### config.mk
export PLATFORM = sky130hd
export DESIGN_NAME = space_invaders_top
export DESIGN_NICKNAME = d
export VERILOG_FILES = /design/src/invaders_pkg.sv /design/src/game_control.sv /design/src/frame_timer.sv /design/src/player_ctrl.sv /design/src/alien_ctrl.sv /design/src/bullet_ctrl.sv /design/src/pixel_writer.sv /design/src/space_invaders_top.sv
export SDC_FILE = /design/constraint.sdc
export NUM_CORES = 1
export LEC_CHECK = 0
export BUFFER_PORTS_ARGS = -buffer_cell sky130_fd_sc_hd__buf_2
export CAP_MARGIN = 0
export CORE_MARGIN = 1
export CORE_UTILIZATION = 58
export CTS_BUF_LIST = sky130_fd_sc_hd__clkbuf_4
export DETAILED_ROUTE_END_ITERATION = 8
export PLACE_DENSITY_LB_ADDON = 0.1
export SLEW_MARGIN = 10
export SYNTH_ARGS = -nofsm -noshare
export SYNTH_HDL_FRONTEND = slang
export SYNTH_HIERARCHICAL = 1
export SYNTH_SLANG_ARGS = --single-unit
### constraint.sdc
create_clock -name clk -period 3.85 [get_ports clk]
set_clock_uncertainty 0.2 [all_clocks]
set_input_delay 0.1925 -clock clk [delete_from_list [all_inputs] [get_ports clk]]
set_output_delay 0.1925 -clock clk [all_outputs]
set_load 0.02 [all_outputs]
### src/invaders_pkg.sv
// ==================================================
// Shared screen geometry, pixel types, sprite start
// positions, move rates and the control state type
// ==================================================
package invaders_pkg;

  // Pixel coordinate and colour types
  typedef logic [7:0] x_t;
  typedef logic [6:0] y_t;
  typedef logic [2:0] colour_t;

  // Screen size in pixels
  localparam int SCREEN_W = 160;
  localparam int SCREEN_H = 120;

  // RGB, one bit per channel
  localparam colour_t COLOUR_BLACK  = 3'b000;
  localparam colour_t COLOUR_PLAYER = 3'b010;  // Green
  localparam colour_t COLOUR_ALIEN  = 3'b100;  // Red
  localparam colour_t COLOUR_BULLET = 3'b111;  // White

  // Player sits on a fixed row near the bottom
  localparam x_t PLAYER_X0 = 8'd68;
  localparam y_t PLAYER_Y  = 7'd111;

  // Each alien owns a 20 pixel wide column
  localparam int ALIEN_COUNT = 3;
  localparam int ALIEN_COL0  = 50;
  localparam int ALIEN_COL_W = 20;
  localparam y_t ALIEN_Y0    = 7'd15;

  // Updates per step, bullet steps on every update
  localparam int PLAYER_STEP_FRAMES = 2;
  localparam int ALIEN_STEP_FRAMES  = 4;

  // Control FSM states
  typedef enum logic [3:0] {
    ST_IDLE,
    ST_START,
    ST_PLOT_PLAYER,
    ST_PLOT_ALIEN,
    ST_PLOT_BULLET,
    ST_WAIT_FRAME,
    ST_CLEAR,
    ST_UPDATE
  } game_state_t;

endpackage

### src/game_control.sv
// ==================================================
// Game control FSM: start, sprite plots, frame wait,
// screen clear and position update
// ==================================================
`timescale 1ns/10ps

module game_control import invaders_pkg::*; (
  input  logic       clk,
  input  logic       rst,
  input  logic       go,
  input  logic       frame_tick,
  input  logic       bullet_flying,
  input  logic       clear_done,
  output logic       in_game,
  output logic       start,
  output logic       plot_player,
  output logic       plot_alien,
  output logic       plot_bullet,
  output logic       clear_en,
  output logic       update,
  output logic [1:0] alien_sel
);

  game_state_t state;
  game_state_t state_nxt;
  logic        last_alien;

  assign last_alien = (alien_sel == 2'(ALIEN_COUNT - 1));

  always_comb begin
    state_nxt = state;
    case (state)
      ST_IDLE:        state_nxt = go ? ST_START : ST_IDLE;
      ST_START:       state_nxt = ST_PLOT_PLAYER;
      ST_PLOT_PLAYER: state_nxt = ST_PLOT_ALIEN;
      ST_PLOT_ALIEN: begin
        // Bullet plot only while it is in the air
        if (last_alien) begin
          state_nxt = bullet_flying ? ST_PLOT_BULLET : ST_WAIT_FRAME;
        end
      end
      ST_PLOT_BULLET: state_nxt = ST_WAIT_FRAME;
      ST_WAIT_FRAME:  state_nxt = frame_tick ? ST_CLEAR : ST_WAIT_FRAME;
      ST_CLEAR:       state_nxt = clear_done ? ST_UPDATE : ST_CLEAR;
      ST_UPDATE:      state_nxt = ST_PLOT_PLAYER;
      default:        state_nxt = ST_IDLE;
    endcase
  end

  always_ff @(posedge clk or posedge rst) begin
    if (rst) begin
      state <= ST_IDLE;
    end else begin
      state <= state_nxt;
    end
  end

  // Alien index steps once per cycle in the alien plot state
  always_ff @(posedge clk or posedge rst) begin
    if (rst) begin
      alien_sel <= '0;
    end else if (state == ST_PLOT_ALIEN && !last_alien) begin
      alien_sel <= alien_sel + 2'd1;
    end else begin
      alien_sel <= '0;
    end
  end

  // Moore decode of the strobes
  assign in_game     = (state != ST_IDLE);  // Never returns to idle
  assign start       = (state == ST_START);
  assign plot_player = (state == ST_PLOT_PLAYER);
  assign plot_alien  = (state == ST_PLOT_ALIEN);
  assign plot_bullet = (state == ST_PLOT_BULLET);
  assign clear_en    = (state == ST_CLEAR);
  assign update      = (state == ST_UPDATE);

  a_one_plot: assert property (@(posedge clk) disable iff (rst)
    $onehot0({plot_player, plot_alien, plot_bullet, clear_en}));

  // Last raster point from the writer hands over to the update cycle
  a_clear_then_update: assert property (@(posedge clk) disable iff (rst)
    clear_done |=> update ##1 plot_player);

endmodule

### src/frame_timer.sv
// ==================================================
// Frame tick divider and update phase counters
// ==================================================
`timescale 1ns/10ps

module frame_timer import invaders_pkg::*; #(
  parameter int FRAME_CYCLES = 833334
) (
  input  logic clk,
  input  logic rst,
  input  logic in_game,
  input  logic start,
  input  logic update,
  output logic frame_tick,
  output logic player_move,
  output logic alien_move
);

  localparam int CNT_W = $clog2(FRAME_CYCLES + 1);
  localparam int PW    = $clog2(PLAYER_STEP_FRAMES + 1);
  localparam int AW    = $clog2(ALIEN_STEP_FRAMES + 1);

  logic [CNT_W-1:0] cycle_cnt;
  logic [PW-1:0]    player_phase;  // Updates since the last player step
  logic [AW-1:0]    alien_phase;

  assign frame_tick = in_game && (cycle_cnt == CNT_W'(FRAME_CYCLES - 1));

  always_ff @(posedge clk or posedge rst) begin
    if (rst) begin
      cycle_cnt <= '0;
    end else if (!in_game || frame_tick) begin
      cycle_cnt <= '0;
    end else begin
      cycle_cnt <= cycle_cnt + 1'b1;
    end
  end

  // Update counted from 1, so a step lands on the phase before wrap
  assign player_move = (player_phase == PW'(PLAYER_STEP_FRAMES - 1));
  assign alien_move  = (alien_phase == AW'(ALIEN_STEP_FRAMES - 1));

  always_ff @(posedge clk or posedge rst) begin
    if (rst) begin
      player_phase <= '0;
      alien_phase  <= '0;
    end else if (start) begin
      player_phase <= '0;
      alien_phase  <= '0;
    end else if (update) begin
      player_phase <= player_move ? '0 : player_phase + 1'b1;
      alien_phase  <= alien_move ? '0 : alien_phase + 1'b1;
    end
  end

endmodule

### src/player_ctrl.sv
// ==================================================
// Player column register, stepped by the buttons
// ==================================================
`timescale 1ns/10ps

module player_ctrl import invaders_pkg::*; (
  input  logic clk,
  input  logic rst,
  input  logic start,
  input  logic update,
  input  logic player_move,
  input  logic btn_left,
  input  logic btn_right,
  output x_t   player_x
);

  logic step_left;
  logic step_right;
  logic step_en;

  // Both buttons together cancel out
  assign step_left  = btn_left && !btn_right && (player_x != '0);
  assign step_right = btn_right && !btn_left && (player_x != x_t'(SCREEN_W - 1));
  assign step_en    = update && player_move;

  always_ff @(posedge clk or posedge rst) begin
    if (rst) begin
      player_x <= PLAYER_X0;
    end else if (start) begin
      player_x <= PLAYER_X0;
    end else if (step_en) begin
      if (step_left) begin
        player_x <= player_x - 1'b1;
      end else if (step_right) begin
        player_x <= player_x + 1'b1;
      end
    end
  end

  a_on_screen: assert property (@(posedge clk) disable iff (rst)
    player_x < SCREEN_W);

endmodule

### src/alien_ctrl.sv
// ==================================================
// One alien marching inside its own column
// ==================================================
`timescale 1ns/10ps

module alien_ctrl import invaders_pkg::*; #(
  parameter int LEFT_BORDER = ALIEN_COL0
) (
  input  logic clk,
  input  logic rst,
  input  logic start,
  input  logic update,
  input  logic alien_move,
  output x_t   alien_x,
  output y_t   alien_y
);

  localparam x_t LEFT_X  = x_t'(LEFT_BORDER);
  localparam x_t RIGHT_X = x_t'(LEFT_BORDER + ALIEN_COL_W - 1);

  logic dir_right;
  logic at_edge;

  // Next step would leave the column
  assign at_edge = dir_right ? (alien_x == RIGHT_X) : (alien_x == LEFT_X);

  always_ff @(posedge clk or posedge rst) begin
    if (rst) begin
      alien_x   <= LEFT_X;
      alien_y   <= ALIEN_Y0;
      dir_right <= 1'b1;
    end else if (start) begin
      alien_x   <= LEFT_X;
      alien_y   <= ALIEN_Y0;
      dir_right <= 1'b1;
    end else if (update && alien_move) begin
      if (at_edge) begin
        dir_right <= !dir_right;
        if (alien_y != y_t'(SCREEN_H - 1)) begin
          alien_y <= alien_y + 1'b1;  // Drop a row instead of stepping
        end
      end else if (dir_right) begin
        alien_x <= alien_x + 1'b1;
      end else begin
        alien_x <= alien_x - 1'b1;
      end
    end
  end

  a_in_column: assert property (@(posedge clk) disable iff (rst)
    (alien_x >= LEFT_X) && (alien_x <= RIGHT_X));

endmodule

### src/bullet_ctrl.sv
// ==================================================
// Player bullet: launch, rise and expiry at the top
// ==================================================
`timescale 1ns/10ps

module bullet_ctrl import invaders_pkg::*; (
  input  logic clk,
  input  logic rst,
  input  logic start,
  input  logic update,
  input  logic btn_fire,
  input  x_t   player_x,
  output logic bullet_flying,
  output x_t   bullet_x,
  output y_t   bullet_y
);

  logic launch;

  assign launch = update && !bullet_flying && btn_fire;

  always_ff @(posedge clk or posedge rst) begin
    if (rst) begin
      bullet_flying <= 1'b0;
    end else if (start) begin
      bullet_flying <= 1'b0;
    end else if (update) begin
      if (bullet_flying) begin
        bullet_flying <= (bullet_y != '0);  // Gone after row 0
      end else begin
        bullet_flying <= btn_fire;
      end
    end
  end

  // Position loads on launch and climbs each update
  always_ff @(posedge clk) begin
    if (launch) begin
      bullet_x <= player_x;  // Column before the player moves
      bullet_y <= PLAYER_Y - 1'b1;
    end else if (update && bullet_flying && bullet_y != '0) begin
      bullet_y <= bullet_y - 1'b1;
    end
  end

endmodule

### src/pixel_writer.sv
// ==================================================
// Registered pixel stream mux and the clear scanner
// ==================================================
`timescale 1ns/10ps

module pixel_writer import invaders_pkg::*; (
  input  logic       clk,
  input  logic       rst,
  input  logic       plot_player,
  input  logic       plot_alien,
  input  logic       plot_bullet,
  input  logic       clear_en,
  input  logic [1:0] alien_sel,
  input  x_t         player_x,
  input  x_t         bullet_x,
  input  y_t         bullet_y,
  input  x_t         alien_x [ALIEN_COUNT],
  input  y_t         alien_y [ALIEN_COUNT],
  output x_t         pix_x,
  output y_t         pix_y,
  output colour_t    pix_colour,
  output logic       pix_plot,
  output logic       clear_done
);

  x_t   clr_x;
  y_t   clr_y;
  logic clr_row_end;
  logic clr_last;

  assign clr_row_end = (clr_x == x_t'(SCREEN_W - 1));
  assign clr_last    = clr_row_end && (clr_y == y_t'(SCREEN_H - 1));
  assign clear_done  = clear_en && clr_last;

  // Raster scan, x fastest, rewinds after the last point
  always_ff @(posedge clk or posedge rst) begin
    if (rst) begin
      clr_x <= '0;
      clr_y <= '0;
    end else if (clear_en) begin
      if (clr_row_end) begin
        clr_x <= '0;
        clr_y <= clr_last ? '0 : clr_y + 1'b1;
      end else begin
        clr_x <= clr_x + 1'b1;
      end
    end
  end

  always_ff @(posedge clk) begin
    if (plot_player) begin
      pix_x      <= player_x;
      pix_y      <= PLAYER_Y;
      pix_colour <= COLOUR_PLAYER;
    end else if (plot_alien) begin
      pix_x      <= alien_x[alien_sel];
      pix_y      <= alien_y[alien_sel];
      pix_colour <= COLOUR_ALIEN;
    end else if (plot_bullet) begin
      pix_x      <= bullet_x;
      pix_y      <= bullet_y;
      pix_colour <= COLOUR_BULLET;
    end else begin
      pix_x      <= clr_x;  // Black background point
      pix_y      <= clr_y;
      pix_colour <= COLOUR_BLACK;
    end
  end

  always_ff @(posedge clk or posedge rst) begin
    if (rst) begin
      pix_plot <= 1'b0;
    end else begin
      pix_plot <= plot_player || plot_alien || plot_bullet || clear_en;
    end
  end

  a_pix_on_screen: assert property (@(posedge clk) disable iff (rst)
    pix_plot |-> (pix_x < SCREEN_W) && (pix_y < SCREEN_H));

endmodule

### src/space_invaders_top.sv
// ==================================================
// Shooter engine top: control, timer, sprites, writer
// ==================================================
`timescale 1ns/10ps

module space_invaders_top import invaders_pkg::*; #(
  parameter int FRAME_CYCLES = 833334
) (
  input  logic    clk,
  input  logic    rst,
  input  logic    go,
  input  logic    btn_left,
  input  logic    btn_right,
  input  logic    btn_fire,
  output logic    in_game,
  output logic    pix_plot,
  output x_t      pix_x,
  output y_t      pix_y,
  output colour_t pix_colour
);

  logic       start, update, clear_en, clear_done;
  logic       plot_player, plot_alien, plot_bullet;
  logic [1:0] alien_sel;
  logic       frame_tick, player_move, alien_move;
  logic       bullet_flying;
  x_t         player_x, bullet_x;
  y_t         bullet_y;
  x_t         alien_x [ALIEN_COUNT];
  y_t         alien_y [ALIEN_COUNT];

  game_control u_ctrl (
    .clk(clk), .rst(rst), .go(go),
    .frame_tick(frame_tick), .bullet_flying(bullet_flying), .clear_done(clear_done),
    .in_game(in_game), .start(start), .plot_player(plot_player),
    .plot_alien(plot_alien), .plot_bullet(plot_bullet), .clear_en(clear_en),
    .update(update), .alien_sel(alien_sel)
  );

  frame_timer #(.FRAME_CYCLES(FRAME_CYCLES)) u_timer (
    .clk(clk), .rst(rst), .in_game(in_game), .start(start), .update(update),
    .frame_tick(frame_tick), .player_move(player_move), .alien_move(alien_move)
  );

  player_ctrl u_player (
    .clk(clk), .rst(rst), .start(start), .update(update), .player_move(player_move),
    .btn_left(btn_left), .btn_right(btn_right), .player_x(player_x)
  );

  // One alien per column, left borders 20 pixels apart
  for (genvar k = 0; k < ALIEN_COUNT; k++) begin : g_alien
    alien_ctrl #(.LEFT_BORDER(ALIEN_COL0 + k * ALIEN_COL_W)) u_alien (
      .clk(clk), .rst(rst), .start(start), .update(update), .alien_move(alien_move),
      .alien_x(alien_x[k]), .alien_y(alien_y[k])
    );
  end

  bullet_ctrl u_bullet (
    .clk(clk), .rst(rst), .start(start), .update(update), .btn_fire(btn_fire),
    .player_x(player_x), .bullet_flying(bullet_flying),
    .bullet_x(bullet_x), .bullet_y(bullet_y)
  );

  pixel_writer u_writer (
    .clk(clk), .rst(rst), .plot_player(plot_player), .plot_alien(plot_alien),
    .plot_bullet(plot_bullet), .clear_en(clear_en), .alien_sel(alien_sel),
    .player_x(player_x), .bullet_x(bullet_x), .bullet_y(bullet_y),
    .alien_x(alien_x), .alien_y(alien_y),
    .pix_x(pix_x), .pix_y(pix_y), .pix_colour(pix_colour),
    .pix_plot(pix_plot), .clear_done(clear_done)
  );

endmodule

# [Word level (Yosys, flattened, before mapping)]
# Index checks and enable logic that the tools add are counted.
[totals] register_bits=137 output_inout_bits=20 wordCells=197 in_bits=6
[op_classes] reduce_logical=53 muxes=72 magnitude_cmp=1 n_eq_ne=27 n_bitwise=1 addsub=18
[ops] cell="$mux W8" count=22
[ops] cell="$mux W7" count=17
[ops] cell="$add A8 B1 Y8 const B" count=5
[ops] cell="$eq A8 B7 Y1 const B" count=5
[ops] cell="$sub A8 B1 Y8 const B" count=4
[ops] cell="$add A7 B1 Y7 const B" count=4
[ops] cell="$pmux W4 S7" count=1
[ops] cell="$ne A7 B7 Y1 const B" count=3
[ops] cell="$add A20 B1 Y20 const B" count=1
[ops] cell="$eq A20 B20 Y1 const B" count=1
[ops] cell="$mux W20" count=1
[ops] cell="$mux W1" count=18
[ops] cell="$reduce_bool A2 Y1" count=9
[ops] cell="$bmux W8 S2" count=1
[ops] cell="$eq A4 B3 Y1 const B" count=4
[ops] cell="$reduce_and A2 Y1" count=8
[ops] cell="$mux W3" count=5
[ops] cell="$bmux W7 S2" count=1
[ops] cell="$logic_and A1 B1 Y1" count=14
[ops] cell="$mux W2" count=5
[ops] cell="$reduce_and A3 Y1" count=3
[ops] cell="$eq A4 B2 Y1 const B" count=2
[ops] cell="$eq A8 B6 Y1 const B" count=1
[ops] cell="$eq A8 B8 Y1 const B" count=1
[ops] cell="22 further kinds" count=36

# [Depth between registers and ports, before layout]
# Gate-level depths: netlist of run 1.
[logic_depth] word_depth=7 ltp_mapped=9 depth_no_buf=9

# [Cells and area by module]
# Netlist of run 1, hierarchy kept.
[by_module_without_submodules] module="pixel_writer" instances=1 cells_per_inst=195 seq_area_each_um2=760.7 area_each_um2=1989.4
[by_module_without_submodules] module="frame_timer" instances=1 cells_per_inst=128 seq_area_each_um2=625.6 area_each_um2=1277.5
[by_module_without_submodules] module="alien_ctrl (g_alien[2].u_alien)" instances=1 cells_per_inst=113 seq_area_each_um2=411.6 area_each_um2=1109.8
[by_module_without_submodules] module="alien_ctrl (g_alien[0].u_alien)" instances=1 cells_per_inst=113 seq_area_each_um2=410.4 area_each_um2=1098.6
[by_module_without_submodules] module="alien_ctrl (g_alien[1].u_alien)" instances=1 cells_per_inst=107 seq_area_each_um2=410.4 area_each_um2=1074.8
[by_module_without_submodules] module="bullet_ctrl" instances=1 cells_per_inst=58 seq_area_each_um2=405.4 area_each_um2=676.9
[by_module_without_submodules] module="player_ctrl" instances=1 cells_per_inst=68 seq_area_each_um2=202.7 area_each_um2=659.4
[by_module_without_submodules] module="game_control" instances=1 cells_per_inst=30 seq_area_each_um2=125.1 area_each_um2=264.0

# [Worst setup path before layout of run 1]
# No wires, ideal clock.
[synth_path] path_type="register to register" from="register g_alien[0].u_alien.dir_right" to="register g_alien[0].u_alien.alien_y[1]" synth_period_minus_slack_ns=2.994 required_time_ns=3.568 slack_ns=0.856 path_buffers=1 setup_ns=0.082 path_stages_with_launch=9 t_arrival_ns=2.712 cell_sequence="dfstp_2 > inv_1 > ha_1 > or4_1 > buf_2 > or4_4 > nor2_4 > nor2b_1 > a211o_1"
[synth_via] elab_chain_len=3
[synth_lines] item="start, declared" line_no="alien_ctrl.sv:21" rtl="logic dir_right;"
[synth_lines] item="start signal, assigned" line_no="alien_ctrl.sv:38" rtl="dir_right <= !dir_right;"
[synth_lines] item="$mux W1" line_no="alien_ctrl.sv:25" rtl="assign at_edge = dir_right ? (alien_x == RIGHT_X) : (alien_x == LEFT_X);"
[synth_lines] item="$reduce_bool A2 Y1 (no line)"
[synth_lines] item="$reduce_and A3 Y1 (no line)"
[synth_lines] item="end signal, assigned" line_no="alien_ctrl.sv:40" rtl="alien_y <= alien_y + 1'b1;"
[synth_lines] item="end, declared" line_no="alien_ctrl.sv:15" rtl="output y_t alien_y"
# No other way between the ends.
# A chain may end at the register's enable or synchronous reset.

# [Worst setup path in the final report of run 1]
# Same ends and word-level chain as after synthesis.

==> flow_summary_export.csv, run 1 <==
group,metric,value,unit
status,outcome,"finished clean",
logic_synthesis,syn_area_per_cell,10.04,µm²
critical_path,critPathLaunchType,"flop",
placement,dp.cells,994,
critical_path,required,4.12,ns
logic_synthesis,synth_top_flop_cell,"dfrtp_1",
power,p_leak,0.003691,µW
critical_path,worst_path_largest_cell_delay,0.65,ns
final_layout,layout.nets,886,
logic_synthesis,synth_top_cells_by_area,"dfrtp_1 (23%), dfstp_2 (8.7%), dfxtp_1 (6.1%)",
detailed_routing,drc,0,
sta,finalHoldViolations,0,
power,cellPowerDensity,642.7,mW/mm²
power,swShare,40.28,%
logic_synthesis,synth-async-reset-ratio,75.74,%
sta,grt_setup_unrepaired,"false",
placement,gp_congestion,0.8304,
critical_path,path_class,"reg2reg",
detailed_routing,drt_pre_antenna_iters,7,
logic_synthesis,synth_cell_types,80,
sta,finalCritPeriodShare,82.75,%
placement,hpwl,13.16,mm
critical_path,crit_chain,"inv_1, ha_1, or4_1, or4_4, nor2_4, nor2b_1, a211o_1",
final_layout,final_layout_size_suffix_gt1_share,17.33,%
logic_synthesis,ys_seq_area_share,41.13,%
final_layout,area_growth,7.507,%
critical_path,crit_buf_inv,1,
floorplan,initial_utilization,60.58,%
clocking,clk_pin_slew_worst_paths,0.12,ns
detailed_routing,vias_per_cell,6.111,
floorplan,die_y,120.5,µm
global_route,grt_pass1_wl,30.05,mm
sta,finalSetupTns,0,ns
final_layout,diodes,0,
logic_synthesis,yosysTopAreaCellShare,23.33,%
critical_path,crit_family,"simple AND/OR/NAND/NOR gates",
detailed_routing,routedWlPerCell,17.66,µm
power,comb_power_share,42.3,%
critical_path,arrival,3.45,ns
sta,setup_violations,0,
clocking,cts_sinks,136,
detailed_routing,drt_iter0_drc,535,
power,p_seq_share,39.3,%
sta,slew_viol_final,0,
clocking,cts_tree,"done",
clocking,insertion_delay,0.54,ns
floorplan,die-width,120.5,µm
clocking,cts-root-buf,"clkbuf_4",
sta,tightest_slew,1.035,ns
floorplan,ios,26,
sta,relSlewSlack,30.88,%
clocking,ctsHtreeMaxLevel,4,
global_route,grt-ovfl-total,0,
logic_synthesis,synth_largest_area_cell,"dfrtp_1",
logic_synthesis,synth-edff-count,8,
power,clkPwrFrac,18.4,%
floorplan,coreArea,0.01345,mm²
placement,portBuffers,25,
floorplan,die-area,0.01453,mm²
final_layout,fin_cells,1030,
critical_path,crit_path_end_kind,"flop",
logic_synthesis,syn-num-nets,857,
final_layout,nFillCells,1135,
global_route,grt_start_max_net_pins,52,
sta,fmax,313.9,MHz
logic_synthesis,synth-seq-cells,136,
logic_synthesis,synth_warnings,6,
floorplan,rows,42,
detailed_routing,vias,6294,
global_route,grt_pass1_vias,6081,
logic_synthesis,netlist_instances,812,
clocking,cts_buffers,17,
run,maxCapViolations,0,
detailed_routing,finalWirelength,18.19,mm
power,p_switching,2268,µW
critical_path,path_max_fanout,8,
power,vdd_drop_max,472.9,µV
global_route,antenna_found_initial,0,
power,p_int,3363,µW
global_route,grt_usage,26.54,%
clocking,clock_path_buffers,2,
sta,fin_crit,3.186,ns
clocking,cts.repair.resized,0,
detailed_routing,ant_nets,0,
critical_path,slowest_stage,"or4_1",
logic_synthesis,syn-cell-area,0.008150,mm²
min_path,min_path_type,"in2async",
-- cells in the final DEF (no fill, tap or decap), drive strengths merged, types with 27 or more instances in the layout --
cell | netlist | routed
dfrtp | 76 | 76
nor2 | 67 | 67
nand2 | 47 | 47
a21oi | 42 | 42
xnor2 | 39 | 39
inv | 39 | 39
ha | 35 | 35
buf | 15 | 33
nor3 | 31 | 31
nand3 | 27 | 27
mux2i | 27 | 27
dfstp | 27 | 27
-- worst register-to-register path: cells and delay by family, from the launching register on --
family	cells	cell delay [ns]
AOI/OAI and AO/OA	1	0.26
and+or+nand+nor	4	1.52
DFF	1	0.58
adders and majority gates	1	0.41
buffers and inverters	1	0.15
-- per-layer routing --
metal	vias up	share of wire, %	track usage, %
met1	3110	47	35.61
li1	3031	-	-
met4	0	1.7	8.951
met2	130	48	43.50
met3	23	3.4	4.623
met5	-	0	0
-- sequential cells by signal, summed over array words and instances (netlist names), 3 cells and up --
signal	flops
g_alien.u_alien/alien_y	21
u_player/player_x	8
u_timer/cycle_cnt	20
u_writer/pix_y	7
u_writer/clr_y	7
u_writer/clr_x	8
g_alien.u_alien/alien_x	24
u_timer/alien_phase	3
g_alien.u_alien/dir_right	3
u_bullet/bullet_x	8
u_bullet/bullet_y	7
u_writer/pix_colour	3
u_writer/pix_x	8
u_ctrl/state	3
-- metrics by stage --
| step | hold slack [ns] | utilization (%) | area, µm² | total power (µW) | setup WS (ns) |
|---|---|---|---|---|---|
| 3_5_place_dp | -0.04187 | 62.48 | 8406 | 4594 | 0.7010 |
| 3_3_place_gp | -0.03817 | 62.48 | 8406 | 4488 | 0.7692 |
| 5_1_grt | 0.04818 | 65.13 | 8762 | 5997 | 0.4929 |
| 6_report | 0.06456 | 65.13 | 8762 | 5631 | 0.6643 |
| 4_1_cts | 0.02392 | 65.13 | 8762 | 5641 | 0.6831 |
| 2_1_floorplan | -0.2788 | - | 8150 | 3991 | 0.8562 |
-- synthesized netlist by cell type (all sizes together), types with 6 or more instances --
| master | number |
|---|---|
| dfrtp | 76 |
| nor2 | 67 |
| nand2 | 47 |
| a21oi | 42 |
| inv | 39 |
| xnor2 | 39 |
| ha | 35 |
| nor3 | 31 |
| dfstp | 27 |
| mux2i | 27 |
| nand3 | 27 |
| dfxtp | 25 |
| o21ai | 25 |
| xor2 | 22 |
| a21o | 21 |
| mux2 | 20 |
| nor2b | 19 |
| nand4 | 17 |
| a211oi | 15 |
| a221o | 15 |
| buf | 15 |
| clkbuf | 12 |
| a211o | 10 |
| nand2b | 10 |
| nor4 | 10 |
| o211ai | 9 |
| or4 | 9 |
| a22o | 8 |
| edfxtp | 8 |
| nand3b | 8 |
| and2 | 6 |
| and4 | 6 |
-- final timing paths --
check                                                               from                                        end  slack, ns  depth (start not counted)
min in group clk                                               btn_right           u_player/player_x[0]$_DFFE_PP0P_       0.07                          5
worst max-delay path            g_alien[0].u_alien/dir_right$_DFFE_PP1P_  g_alien[0].u_alien/alien_y[1]$_DFFE_PP1P_       0.66                          7
max in group asynchronous                                            rst            u_timer/cycle_cnt[13]$_DFF_PP0_       2.53                          3
worst max register to register  g_alien[0].u_alien/dir_right$_DFFE_PP1P_  g_alien[0].u_alien/alien_y[1]$_DFFE_PP1P_       0.66                          7
worst min register to register        u_timer/alien_phase[2]$_DFFE_PP0P_         u_timer/alien_phase[2]$_DFFE_PP0P_       0.32                          2
worst min-delay path                                                 rst           u_player/player_x[5]$_DFFE_PP0P_       0.06                          3
-- repair_timing --
item,CTS,global route
hold endpoints to repair,83,0
hold buffers,4,0
setup buffers,0,0
-- area by class of cell --
class                           instances  area (µm²)  share of cell area [%]
Multi-Input combinational cell        610        4502                   51.38
Sequential cell                       136        3352                   38.25
Timing Repair Buffer                   37       225.2                   2.570
Tap cell                              176       220.2                   2.513
Clock inverter                         14       181.4                   2.071
Inverter                               39       146.4                   1.671
Clock buffer                           18       135.1                   1.542
-- power groups by stage --
stage,clock network [µW],registers (µW),logic (µW)
2_1_floorplan,0,2220,1770
3_3_place_gp,0,2220,2270
3_5_place_dp,0,2240,2360
4_1_cts,1060,2210,2370
5_1_grt,1120,2270,2610
6_report,1030,2210,2380
-- kinds of logic (layout without fill, tap and decap cells) --
kind of cell               count (synthesis)  count (layout)  synth area share, %
AOI/OAI and AO/OA                        181             181                16.15
xor gates and xnor gates                  61              61                6.555
adders and majority gates                 39              39                6.356
buffers and inverters                     66             108                3.776
DFF                                      136             136                41.13
muxes                                     47              47                6.494
and+or+nand+nor                          282             282                19.54
Power figures use the tool's default switching activity.
==> inputs of run 2 (changes only) <==
--- a/config.mk
+++ b/config.mk
@@ -5,6 +5,7 @@
 export SDC_FILE = /design/constraint.sdc
 export NUM_CORES = 1
 export LEC_CHECK = 0
+export ABC_AREA = 1
 export BUFFER_PORTS_ARGS = -buffer_cell sky130_fd_sc_hd__buf_2
 export CAP_MARGIN = 0
 export CORE_MARGIN = 1
==> constraint.sdc (replaced) <==
create_clock -name clk -period 3.2 [get_ports clk]
set_clock_uncertainty 0.2 [all_clocks]
set_input_delay 0.16 -clock clk [delete_from_list [all_inputs] [get_ports clk]]
set_output_delay 0.16 -clock clk [all_outputs]
set_load 0.02 [all_outputs]
==> flow_summary_export.csv, run 2 <==
group,metric,value,unit
floorplan,rows,45,
placement,portBuffers,25,
logic_synthesis,synth-seq-cells,136,
floorplan,ios,26,
detailed_routing,drt_pre_antenna_iters,5,
sta,fin_crit,2.932,ns
clocking,clock_path_buffers,2,
floorplan,die-width,127.5,µm
logic_synthesis,synth-simple-area-share,39.86,%
final_layout,largest_register_ffs,24,
sta,slew_viol_final,0,
placement,hpwl,15.35,mm
sta,setup_violations,0,
global_route,antenna_found_initial,1,
final_layout,nFillCells,1397,
floorplan,die_y,127.5,µm
critical_path,path_class,"reg2reg",
clocking,cts_sinks,136,
logic_synthesis,synth_top_cells_by_area,"dfrtp_1 (21%), nand2_1 (17%), dfstp_2 (7.8%)",
clocking,cts-root-buf,"clkbuf_4",
final_layout,final_common_cell,"nand2_1",
logic_synthesis,synth_top_family_by_area,"simple AND/OR/NAND/NOR gates",
sta,relSlewSlack,37.89,%
logic_synthesis,syn_area_per_cell,7.033,µm²
logic_synthesis,synth_fa_ha_area_share,5.674,%
logic_synthesis,synth_compound_area_share,5.537,%
logic_synthesis,synth-xor-area-share,3.646,%
sta,worst_slack,0.2676,ns
logic_synthesis,synth_top_flop_cell,"dfrtp_1",
detailed_routing,routedWlPerCell,13.07,µm
critical_path,path_max_fanout,8,
placement,post-place-ws,0.7554,ns
sta,finalSetupTns,0,ns
min_path,min_path_type,"in2async",
global_route,grt-ovfl-total,0,
logic_synthesis,synth_warnings,6,
status,outcome,"finished clean",
final_layout,layout.nets,1380,
detailed_routing,vias,8050,
floorplan,initial_utilization,59.83,%
run,maxCapViolations,0,
power,p_seq_share,55.0,%
global_route,grt_usage,26.78,%
sta,finalCritPeriodShare,91.64,%
logic_synthesis,syn-num-nets,1343,
sta,grt_setup_unrepaired,"false",
placement,gp_congestion,0.8741,
clocking,ctsHtreeMaxLevel,4,
final_layout,final_layout_size_suffix_gt1_share,14.02,%
final_layout,regArea,0.003352,mm²
critical_path,ff2ff_path_depth,13,
sta,tightest_slew,0.9306,ns
final_layout,multi_input_area,0.004995,mm²
floorplan,die-area,0.01624,mm²
floorplan,coreArea,0.01526,mm²
logic_synthesis,syn-cell-area,0.009129,mm²
power,p_leak,0.005283,µW
logic_synthesis,ys_seq_area_share,36.72,%
logic_synthesis,yosysTopAreaCellShare,20.83,%
power,p_switching,684.5,µW
power,clkPwrFrac,43.0,%
final_layout,largest_register,"g_alien.u_alien/alien_x",
detailed_routing,ant_nets,0,
clocking,clk_pin_slew_worst_paths,0.12,ns
clocking,postCtsSetupRepairBufs,0,
logic_synthesis,yosys-top-cells-count,"nand2_1 (417), nor2_1 (164), inv_1 (145)",
final_layout,mostFrequentLayoutCells,"nand2_1 (417), nor2_1 (164), inv_1 (144)",
power,comb_power_share,2.1,%
power,vdd_drop_max,268.4,µV
logic_synthesis,synth.area.mux_share,0,%
final_layout,area_growth,7.648,%
logic_synthesis,yosysMostFrequentCell,"nand2_1",
critical_path,arrival,3.23,ns
sta,whs,0.1247,ns
sta,fmax,341.0,MHz
clocking,cts_buffers,17,
clocking,insertion_delay,0.54,ns
clocking,cts_tree,"done",
power,p_int,2459,µW
detailed_routing,finalWirelength,20.39,mm
logic_synthesis,synth_cell_types,49,
final_layout,reg_top3,"g_alien.u_alien/alien_x: 24 flops, g_alien.u_alien/alien_y: 21 flops, u_timer/cycle_cnt: 20 flops",
global_route,grt_pass1_wl,34.65,mm
sta,finalHoldViolations,0,
detailed_routing,vias_per_cell,5.160,
critical_path,critPathLaunchType,"flop",
logic_synthesis,netlist_instances,1298,
logic_synthesis,synth_largest_area_cell,"dfrtp_1",
power,cellPowerDensity,319.9,mW/mm²
power,swShare,21.78,%
logic_synthesis,synth-async-reset-ratio,75.74,%
critical_path,required,3.50,ns
global_route,grt_pass1_vias,7306,
global_route,grt_start_max_net_pins,26,
logic_synthesis,synth-edff-count,8,
critical_path,crit_path_end_kind,"flop",
detailed_routing,drt_iter0_drc,613,
detailed_routing,drc,0,
final_layout,final_util,64.40,%
run 2: cell types whose count changed after synthesis, sizes merged, moves of 27 or more:
cell and change:
inv +124, mux2i -27, nand2 +394, nand3 +101, nor2 +125
run 2: final cells by class:
type	instances	area share [%]
well taps	211	2.687
inverters	167	6.417
repair buffers	38	2.445
clock buffers	19	1.451
clock inverters	13	2.037
multi-input cells	975	50.83
flip-flops and latches	136	34.11
diodes	1	0.02546
run 2: metal layers:
layer	vias up	global-route usage, %	wire (µm)
met1	3708	36.49	9745
met2	172	43.94	9546
met4	0	7.563	225
met3	15	4.439	871
li1	4155	-	-
met5	-	0	0
run 2: power groups by stage:
stage          clock [µW]  sequential [µW]  combinational [µW]
2_1_floorplan           0             1760                42.8
3_3_place_gp            0             1760                60.5
3_5_place_dp            0             1760                60.6
4_1_cts              1390             1730                68.2
5_1_grt              1440             1730                76.9
6_report             1350             1730                65.9
run 2: kinds of logic (layout without fill, tap and decap cells):
family | count (synthesis) | after routing
adder cells (fa/ha/maj) | 39 | 39
XOR/XNOR | 38 | 38
flip-flops | 136 | 136
buffers and inverters | 187 | 237
other | 0 | 1
AND/OR/NAND/NOR | 811 | 811
AO/OA/AOI/OAI | 87 | 87
run 2: critical path, cell delays in order (launching register included):
cell and delay [ns]:
dfrtp_1 0.50, nor2_1 0.13, nand2_1 0.09, o21ai_4 0.23, inv_2 0.12, ha_1 0.36
a21oi_1 0.16, nand2_1 0.12, a21oi_1 0.15, nand3_1 0.08, nand2_1 0.06, nand2_1 0.05
dlygate4sd3_1 0.57, nand2_1 0.06
run 2: through the flow:
stage | instance area, µm² | power (µW) | instances
floorplan | 9129 | 1803 | 1298
global placement | 9412 | 1821 | 1520
detailed placement | 9412 | 1821 | 1520
CTS | 9834 | 3183 | 1560
global route | 9827 | 3248 | 1560
finish | 9827 | 3144 | 1560
run 2: worst paths after layout:
kind	startpoint	to	slack [ns]
setup / recovery	u_player/player_x[0]$_DFFE_PP0P_	u_player/player_x[7]$_DFFE_PP0P_	0.27
hold / removal	rst	u_writer/clr_x[6]$_DFFE_PP0P_	0.12
setup reg to reg	u_player/player_x[0]$_DFFE_PP0P_	u_player/player_x[7]$_DFFE_PP0P_	0.27
hold reg to reg	u_bullet/bullet_y[0]$_SDFFE_PP0P_	u_bullet/bullet_y[0]$_SDFFE_PP0P_	0.30
max in group asynchronous	rst	u_player/player_x[6]$_DFFE_PP1P_	1.78
min in group clk	u_bullet/bullet_y[0]$_SDFFE_PP0P_	u_bullet/bullet_y[0]$_SDFFE_PP0P_	0.30
run 2: timing repair:
| action | 4_1_cts | 5_1_grt |
|---|---|---|
| hold buffers | 8 | 0 |
| setup endpoints to repair | 0 | 1 |
| hold endpoints to repair | 122 | 0 |
| resized for setup | 0 | 1 |
==> inputs of run 3 (changes only) <==
--- a/config.mk
+++ b/config.mk
@@ -8,8 +8,10 @@
 export ABC_AREA = 1
 export BUFFER_PORTS_ARGS = -buffer_cell sky130_fd_sc_hd__buf_2
 export CAP_MARGIN = 0
+export CELL_PAD_IN_SITES_DETAIL_PLACEMENT = 1
+export CELL_PAD_IN_SITES_GLOBAL_PLACEMENT = 2
 export CORE_MARGIN = 1
-export CORE_UTILIZATION = 58
+export CORE_UTILIZATION = 38
 export CTS_BUF_LIST = sky130_fd_sc_hd__clkbuf_4
 export DETAILED_ROUTE_END_ITERATION = 8
 export PLACE_DENSITY_LB_ADDON = 0.1
==> flow_summary_export.csv, run 3 (synthesis results as in run 2) <==
group,metric,value,unit
final_layout,largest_register_ffs,24,
critical_path,r2r_setup_slack,0.75,ns
power,p_int,2082,µW
sta,finalSetupTns,0,ns
clocking,clk_pin_slew_worst_paths,0.15,ns
sta,worst_slack,0.5018,ns
sta,fin_crit,2.698,ns
floorplan,initial_utilization,38.78,%
final_layout,largest_register,"g_alien.u_alien/alien_x",
critical_path,required,3.54,ns
sta,whs,0.1147,ns
power,cellPowerDensity,293.4,mW/mm²
floorplan,coreArea,0.02354,mm²
power,vdd_drop_max,138.1,µV
clocking,cts_tree,"done",
placement,post-place-ws,0.7773,ns
clocking,cts_hold_buf,7,
power,clkPwrFrac,38.2,%
global_route,grt_usage,22.22,%
clocking,insertion_delay,0.57,ns
critical_path,crit_buf_inv,4,
final_layout,nFillCells,3121,
clocking,cts_buffers,17,
detailed_routing,vias,8027,
global_route,grt-ovfl-total,0,
clocking,cts_sinks,136,
critical_path,crit_path_frequent_cell,"nand2_1",
clocking,cts.repair.resized,0,
final_layout,layout.nets,1385,
detailed_routing,finalWirelength,25.53,mm
power,swShare,28.44,%
final_layout,reg_top3,"g_alien.u_alien/alien_x: 24 flops, g_alien.u_alien/alien_y: 21 flops, u_timer/cycle_cnt: 20 flops",
placement,hpwl,19.81,mm
critical_path,crit_family,"buffers and inverters",
placement,portBuffers,25,
detailed_routing,drt_pre_antenna_iters,4,
critical_path,path_class,"in2reg",
clocking,clock_path_buffers,2,
detailed_routing,drt_iter0_drc,368,
critical_path,crit_chain,"dlygate4sd3_1, buf_2, nor2_2, dlygate4sd3_1, o21ai_4, inv_1, ha_1, a21oi_1, nand2_1, a21oi_1, nand3_1, nand2_1, nand2_1, nand2_1",
sta,finalHoldViolations,0,
status,outcome,"finished clean",
critical_path,slowest_stage,"dlygate4sd3_1",
floorplan,die_y,157.0,µm
power,comb_power_share,2.4,%
sta,tightest_slew,1.038,ns
power,p_seq_share,59.4,%
floorplan,rows,56,
sta,grt_setup_unrepaired,"false",
critical_path,crit_path_end_kind,"flop",
min_path,min_path_type,"in2async",
sta,relSlewSlack,30.71,%
sta,setup_violations,0,
detailed_routing,vias_per_cell,4.798,
final_layout,multi_input_area,0.004997,mm²
detailed_routing,ant_nets,0,
critical_path,worst_path_largest_cell_delay,0.68,ns
placement,gp_congestion,0.7822,
final_layout,regArea,0.003352,mm²
floorplan,die-area,0.02465,mm²
sta,slew_viol_final,0,
run,maxCapViolations,0,
clocking,ctsHtreeMaxLevel,4,
final_layout,mostFrequentLayoutCells,"nand2_1 (417), nor2_1 (163), inv_1 (145)",
global_route,grt_start_max_net_pins,26,
final_layout,final_common_cell,"nand2_1",
critical_path,arrival,3.03,ns
floorplan,ios,26,
final_layout,area_growth,8.649,%
detailed_routing,drc,0,
detailed_routing,routedWlPerCell,15.26,µm
global_route,antenna_found_initial,1,
global_route,grt_pass1_wl,42.64,mm
critical_path,path_max_fanout,7,
sta,fmax,370.6,MHz
clocking,cts-root-buf,"clkbuf_4",
final_layout,final_layout_size_suffix_gt1_share,14.41,%
power,p_switching,827.6,µW
critical_path,critPathLaunchType,"input pin",
sta,finalCritPeriodShare,84.32,%
clocking,postCtsSetupRepairBufs,0,
global_route,grt_pass1_vias,8133,
power,p_leak,0.005256,µW
floorplan,die-width,157.0,µm
-- run 3: final timing paths --
check	start	to	cells after the start
worst min register to register	u_bullet/bullet_y[0]$_SDFFE_PP0P_	u_bullet/bullet_y[0]$_SDFFE_PP0P_	2
worst min-delay path	rst	u_writer/clr_x[7]$_DFFE_PP0P_	3
min in group clk	go	u_ctrl/state[0]$_DFFE_PP0N_	6
max in group asynchronous	rst	u_player/player_x[6]$_DFFE_PP1P_	4
worst max-delay path	btn_right	u_player/player_x[7]$_DFFE_PP0P_	14
worst max register to register	u_player/player_x[7]$_DFFE_PP0P_	u_player/player_x[7]$_DFFE_PP0P_	12
-- run 3: power by group through the flow --
stage / clock network [µW] / registers, µW / logic [µW]
after floorplan: 0 / 1760 / 42.8
after global placement: 0 / 1760 / 65.5
after detailed placement: 0 / 1760 / 66.1
after CTS: 1160 / 1730 / 74.1
after global routing: 1220 / 1730 / 81.0
final: 1110 / 1730 / 70.7
-- run 3: final cells by class --
type / instances / share of cell area (%)
Antenna cell: 1 / 0.02523
Sequential cell: 136 / 33.80
Clock buffer: 17 / 1.287
Timing Repair Buffer: 43 / 2.801
Inverter: 167 / 6.358
Multi-Input combinational cell: 975 / 50.38
Clock inverter: 15 / 1.325
Tap cell: 319 / 4.024
-- run 3: stage by stage --
step | total power [µW] | area, µm² | util [%] | cells
global placement | 1826 | 9587 | 40.72 | 1633
CTS | 2966 | 9916 | 42.12 | 1672
detailed placement | 1827 | 9587 | 40.72 | 1633
floorplan | 1803 | 9129 | - | 1298
global route | 3031 | 9918 | 42.13 | 1673
finish | 2910 | 9918 | 42.13 | 1673
-- run 3: per-layer routing --
| layer | wire length (µm) | vias to the layer above | global-route usage, % |
|---|---|---|---|
| met4 | 219 | 0 | 5.042 |
| met1 | 13060 | 3786 | 30.84 |
| li1 | - | 4169 | - |
| met2 | 11760 | 59 | 36.38 |
| met5 | 0 | - | 0 |
| met3 | 489 | 13 | 3.166 |
-- run 3: worst reg2reg max path, cell delays in order (launching register included) --
cell     delay, ns
dfrtp_1       0.50
nor2_1        0.14
nand2_1       0.09
o21ai_4       0.19
inv_1         0.18
ha_1          0.39
a21oi_1       0.17
nand2_1       0.13
a21oi_1       0.17
nand3_1       0.09
nand2_1       0.06
nand2_1       0.04
nand2_1       0.06
